--- src/hdl/tlb_pkg.sv ---
`default_nettype none

package tlb_pkg;

    // Array geometry
    localparam int tlb_num     = 16;
    localparam int tlb_index_w = $clog2(tlb_num);

    // Field widths of one entry
    localparam int vpn2_w  = 19;
    localparam int asid_w  = 8;
    localparam int pfn_w   = 20;
    localparam int cattr_w = 3;

    typedef logic [tlb_index_w-1:0] tlb_index_t;

    // One physical page of the even/odd pair
    typedef struct packed {
        logic [pfn_w-1:0]   pfn;
        logic [cattr_w-1:0] c;
        logic               d;
        logic               v;
    } tlb_page_t;

    // page0 maps the even page, page1 the odd one
    typedef struct packed {
        logic [vpn2_w-1:0] vpn2;
        logic [asid_w-1:0] asid;
        logic              g;
        tlb_page_t         page0;
        tlb_page_t         page1;
    } tlb_entry_t;

    // Lookup request from one search port
    typedef struct packed {
        logic [vpn2_w-1:0] vpn2;
        logic              odd_page;
        logic [asid_w-1:0] asid;
    } tlb_search_req_t;

    // All zero on a miss
    typedef struct packed {
        logic       found;
        tlb_index_t index;
        tlb_page_t  page;
    } tlb_search_rsp_t;

    // Indexed write of a whole entry
    typedef struct packed {
        tlb_index_t index;
        tlb_entry_t entry;
    } tlb_write_t;

endpackage

`default_nettype wire

--- src/hdl/tlb_entry_array.sv ---
`default_nettype none
`timescale 1ns/1ns

module tlb_entry_array (
    input  logic                                     clk,
    input  logic                                     arst_n,

    // Write port
    input  logic                                     we,
    input  tlb_pkg::tlb_write_t                      w_req,

    // Read port
    input  tlb_pkg::tlb_index_t                      r_index,
    output tlb_pkg::tlb_entry_t                      r_entry,

    // Full contents for the search ports
    output tlb_pkg::tlb_entry_t [tlb_pkg::tlb_num-1:0] entries
);

    import tlb_pkg::*;

    logic [tlb_num-1:0]           wr_sel;
    tlb_entry_t [tlb_num-1:0]     entry_q;

    // One-hot write select from the write index
    always_comb begin
        wr_sel                = '0;
        wr_sel[w_req.index]   = we;
    end

    // Entry storage
    generate
        for (genvar i = 0; i < tlb_num; i++) begin : g_entry
            always_ff @(posedge clk or negedge arst_n) begin
                if (!arst_n) begin
                    entry_q[i] <= '0;
                end else if (wr_sel[i]) begin
                    entry_q[i] <= w_req.entry;
                end
            end
        end
    endgenerate

    // Combinational indexed read
    assign r_entry = entry_q[r_index];

    assign entries = entry_q;

endmodule

`default_nettype wire

--- src/hdl/tlb_lookup.sv ---
`default_nettype none
`timescale 1ns/1ns

module tlb_lookup (
    input  tlb_pkg::tlb_entry_t [tlb_pkg::tlb_num-1:0] entries,
    input  tlb_pkg::tlb_search_req_t                   req,
    output tlb_pkg::tlb_search_rsp_t                   rsp
);

    import tlb_pkg::*;

    logic [tlb_num-1:0]       vpn2_hit;
    logic [tlb_num-1:0]       asid_hit;
    logic [tlb_num-1:0]       match;

    tlb_index_t [tlb_num-1:0] index_term;
    tlb_page_t  [tlb_num-1:0] sel_page;
    tlb_page_t  [tlb_num-1:0] page_term;

    tlb_index_t               index_or;
    tlb_page_t                page_or;

    // Associative compare against every entry
    generate
        for (genvar i = 0; i < tlb_num; i++) begin : g_match
            assign vpn2_hit[i] = (entries[i].vpn2 == req.vpn2);

            // Global entries ignore the address-space id
            assign asid_hit[i] = (entries[i].asid == req.asid) || entries[i].g;

            assign match[i]    = vpn2_hit[i] && asid_hit[i];
        end
    endgenerate

    // Per-entry terms stay zero unless the entry matches
    generate
        for (genvar i = 0; i < tlb_num; i++) begin : g_term
            assign index_term[i] = match[i] ? tlb_index_t'(i) : '0;

            // Even or odd half of the page pair
            assign sel_page[i]   = req.odd_page ? entries[i].page1 : entries[i].page0;

            assign page_term[i]  = match[i] ? sel_page[i] : '0;
        end
    endgenerate

    // OR merge; at most one term is non-zero for a well-formed TLB
    always_comb begin
        index_or = '0;
        page_or  = '0;
        for (int i = 0; i < tlb_num; i++) begin
            index_or = index_or | index_term[i];
            page_or  = tlb_page_t'(page_or | page_term[i]);
        end
    end

    assign rsp.found = |match;
    assign rsp.index = index_or;
    assign rsp.page  = page_or;

endmodule

`default_nettype wire

--- src/hdl/tlb_top.sv ---
`default_nettype none
`timescale 1ns/1ns

module tlb_top (
    input  logic                     clk,
    input  logic                     arst_n,

    // Write port
    input  logic                     we,
    input  tlb_pkg::tlb_write_t      w_req,

    // Read port
    input  tlb_pkg::tlb_index_t      r_index,
    output tlb_pkg::tlb_entry_t      r_entry,

    // Search port 0
    input  tlb_pkg::tlb_search_req_t s0_req,
    output tlb_pkg::tlb_search_rsp_t s0_rsp,

    // Search port 1
    input  tlb_pkg::tlb_search_req_t s1_req,
    output tlb_pkg::tlb_search_rsp_t s1_rsp
);

    import tlb_pkg::*;

    tlb_entry_t [tlb_num-1:0] entries;

    // Storage with write and read ports
    tlb_entry_array u_entries (
        .clk     (clk),
        .arst_n  (arst_n),
        .we      (we),
        .w_req   (w_req),
        .r_index (r_index),
        .r_entry (r_entry),
        .entries (entries)
    );

    // Two independent search ports on the same contents
    tlb_lookup u_search0 (
        .entries (entries),
        .req     (s0_req),
        .rsp     (s0_rsp)
    );

    tlb_lookup u_search1 (
        .entries (entries),
        .req     (s1_req),
        .rsp     (s1_rsp)
    );

endmodule

`default_nettype wire

--- config.mk ---
export PLATFORM = sky130hd
export DESIGN_NAME = tlb_top
export DESIGN_NICKNAME = d
export VERILOG_FILES = /design/src/hdl/tlb_pkg.sv /design/src/hdl/tlb_entry_array.sv /design/src/hdl/tlb_lookup.sv /design/src/hdl/tlb_top.sv
export SDC_FILE = /design/constraint.sdc
export NUM_CORES = 2
export LEC_CHECK = 0
export ABC_AREA = 0
export BUFFER_PORTS_ARGS = -buffer_cell sky130_fd_sc_hd__clkbuf_2
export CORE_MARGIN = 2
export CORE_UTILIZATION = 29
export DETAILED_ROUTE_END_ITERATION = 10
export PLACE_DENSITY = 0.4
export SYNTH_ARGS = -nofsm -noshare
export SYNTH_HDL_FRONTEND = slang
export SYNTH_SLANG_ARGS = --single-unit
--- constraint.sdc ---
create_clock -name clk -period 3.59 [get_ports clk]
set_input_delay 0.5385 -clock clk [delete_from_list [all_inputs] [get_ports clk]]
set_output_delay 0.5385 -clock clk [all_outputs]
set_load 0.02 [all_outputs]
==> metrics <==
Layout Cells excl Fill=10500; IO Count=283; main combinational cell family by area after synthesis=multiplexers; WS Path Type=reg -> out; fin crit share=1.23; outcome=complete, but fails checks; Hold Path Depth=2; Netlist cell types=29; placed cell count=10100; EDFF count, synth=0; DR vias/cell=5.53; fill cell count=26400; std cell rows=191; Core ar.=270000 µm²; fin worst setup slack=-818 ps; total CTS buffers=166; final total negative setup slack=-41830 ps; Global Route Usage Sum=0.250; Post-Synth XOR/XNOR Area=0.0962; Synth Warn #=0; clock-pin slew on the worst setup and hold paths=70 ps; Post-Synthesis Cells=6164; Worst setup EP type=output pin; nature of the critical path startpoint=flip-flop; hold_ws=200 ps; power density over cell area=547 nW/µm²; number of global-route vias before repair=61300; Pins Over Slew Limit=0; WHS Endpoint=u_entries.entries[1046]; Final Util=0.362; Die X=525 µm; RSZ-0062 raised after global routing=true; clock skew=0 ps; actual slew at the worst max-slew pin=842 ps; wire per inst=33.9 µm; first-pass GRT wire length=495000 µm; total number of vias=57800; reg2reg setup slack=2500 ps; syn nets=6309; nets=6910; final instance area=97800 µm²; post-route minimum period=4410 ps; failing checks=setup timing; Final Setup Violations=60; CP arrival=3870 ps; FF-to-FF path depth=3; htree depth=4; post-synthesis mux area share=0.392; Routed WL=354000 µm; CTS tree=yes; fmax=227 MHz; Die H=525 µm; Initial Util=0.291; Synth top area share=0.397; gpl congestion=0.901; Worst slew margin=0.437; Port Buffers=282; number of flip-flops in the largest register=1248; clk_lat worst skew=840 ps; Synth Area in Compound Gates=0.0338; Yosys reg bits=1248; layout cells sized above 1=0.464; Post-Syn Area=78700 µm²; critical register-to-register path endpoint=u_entries.entries[1244]; Area contributors post-synth=dfrtp_1 40%, mux2_2 18%, mux4_2 11%; Root Buffer=clkbuf_16; leakage power=0.0419 µW; Worst EP required=3050 ps; adder-cell share of the synthesized area=0; clock sink count=1248; DRC viols=0; simple logic cell fraction of the synthesized area=0.0396; max cap viols=0; GRT overflow=0; sequential area share after synthesis=0.397; Die ar.=276000 µm²; DP Area=89200 µm²; area leader, netlist=dfrtp_1; HP Start=w_req[32]; Mapped Avg Cell Area=12.8 µm²; peak supply drop=406 µV; Primary FF master, synth=dfrtp_1; Pre-antenna DRT Iters=6; Area Growth Syn to Fin=24.2%; reg-to-reg critical path startpoint=u_entries.entries[1244]; largest net degree at the start of global routing=114; Min-Delay Path Class=in -> reg; HPWL after DPL=248000 µm; Initial DRC Count=4366; crit path max fanout=8; share of flip-flops with an asynchronous set or reset=1.00; endpoints failing hold=0; antenna violations before repair=21; ANT nets after route=0; most frequent cells after synthesis=1248 x dfrtp_1, 1248 x mux2_2, 800 x mux2i_1; deepest clock path buffer count=4
## routing by layer
layer,track usage,share of wire
met1,0.335,0.44
met2,0.411,0.48
met3,0.0363,0.050
met4,0.0843,0.037
met5,0,0.000096
## worst max-delay path by stage
stage,from,end,slack [ps],cells past startpoint
after detailed placement,s1_req[11],s1_rsp[23],-640,12
final,u_entries.entries[1244],s0_rsp[13],-820,11
after global routing,u_entries.entries[1084],s1_rsp[23],-930,12
after CTS,u_entries.entries[1077],s0_rsp[21],-810,12
after global placement,s1_req[11],s1_rsp[23],-680,12
after floorplan,r_index[0],r_entry[74],620,5
## per-stage QoR
step,setup WS (ps),total power (µW)
after global placement,-683,36200
after floorplan,619,29900
after global routing,-933,55800
final,-818,53500
after CTS,-813,53700
after detailed placement,-638,36300
## cell type report
class | instances | area [µm²] | area share
diodes | 4 | 10.0 | 0.000102
clock inverters | 47 | 548 | 0.00561
clock buffers | 238 | 4780 | 0.0489
flip-flops and latches | 1248 | 31300 | 0.320
well taps | 3570 | 4470 | 0.0457
repair buffers | 1027 | 10900 | 0.111
multi-input cells | 4322 | 45800 | 0.469
## power by group
group / internal [µW] / switching [µW]
combinational: 7770 / 7110
clock: 9990 / 6790
sequential: 17400 / 4440
## critical path, stage by stage, from the launching register on
cell      delay, ps
dfrtp_2         450
buf_6           130
xor2_2          150
nor4_2          360
nand4_1         350
or3_4           450
buf_12          170
buf_12          190
o22ai_1         280
nor2_1           80
nand4_1         170
clkbuf_8        180
## what timing repair did
| action | CTS | global route |
|---|---|---|
| cloned | 4 | 4 |
| setup buffers | 45 | 28 |
| setup endpoints to repair | 60 | 60 |
| endpoints found under the hold margin | 45 | 0 |
| hold buffers | 1 | 0 |
| resized for setup | 295 | 174 |
| pin swaps | 123 | 114 |
## cell usage in the layout (no fill, tap or decap), types with 5 or more instances in the layout
cell        instances
mux2_2           1248
dfrtp_1          1207
mux2i_1           800
xor2_1            757
buf_4             465
mux4_2            390
o22ai_1           308
buf_12            230
clkbuf_2          215
nor2_1            176
clkbuf_16         171
nor4_1            145
xnor2_1            96
nand4_1            86
clkbuf_8           71
o22ai_2            69
nor4_2             46
buf_6              44
dfrtp_2            41
clkbuf_1           38
nand3_1            33
or3_4              33
a21oi_1            27
clkinv_2           24
o22ai_4            23
nor2_2             23
buf_8              21
nor2_4             11
bufinv_16          11
buf_16              9
xor2_2              8
inv_6               6
clkinvlp_4          6
a21oi_2             5
## kinds of logic (layout without fill, tap and decap cells)
family                 count (synthesis)  count (layout)
multiplexers                        2438            2438
flip-flops                          1248            1248
XOR/XNOR                             864             864
buffers and inverters                594            1312
AND/OR/NAND/NOR                      588             588
AO/OA/AOI/OAI                        432             432
other                                  0               4
Note: power is estimated with default switching activity, not from simulation.
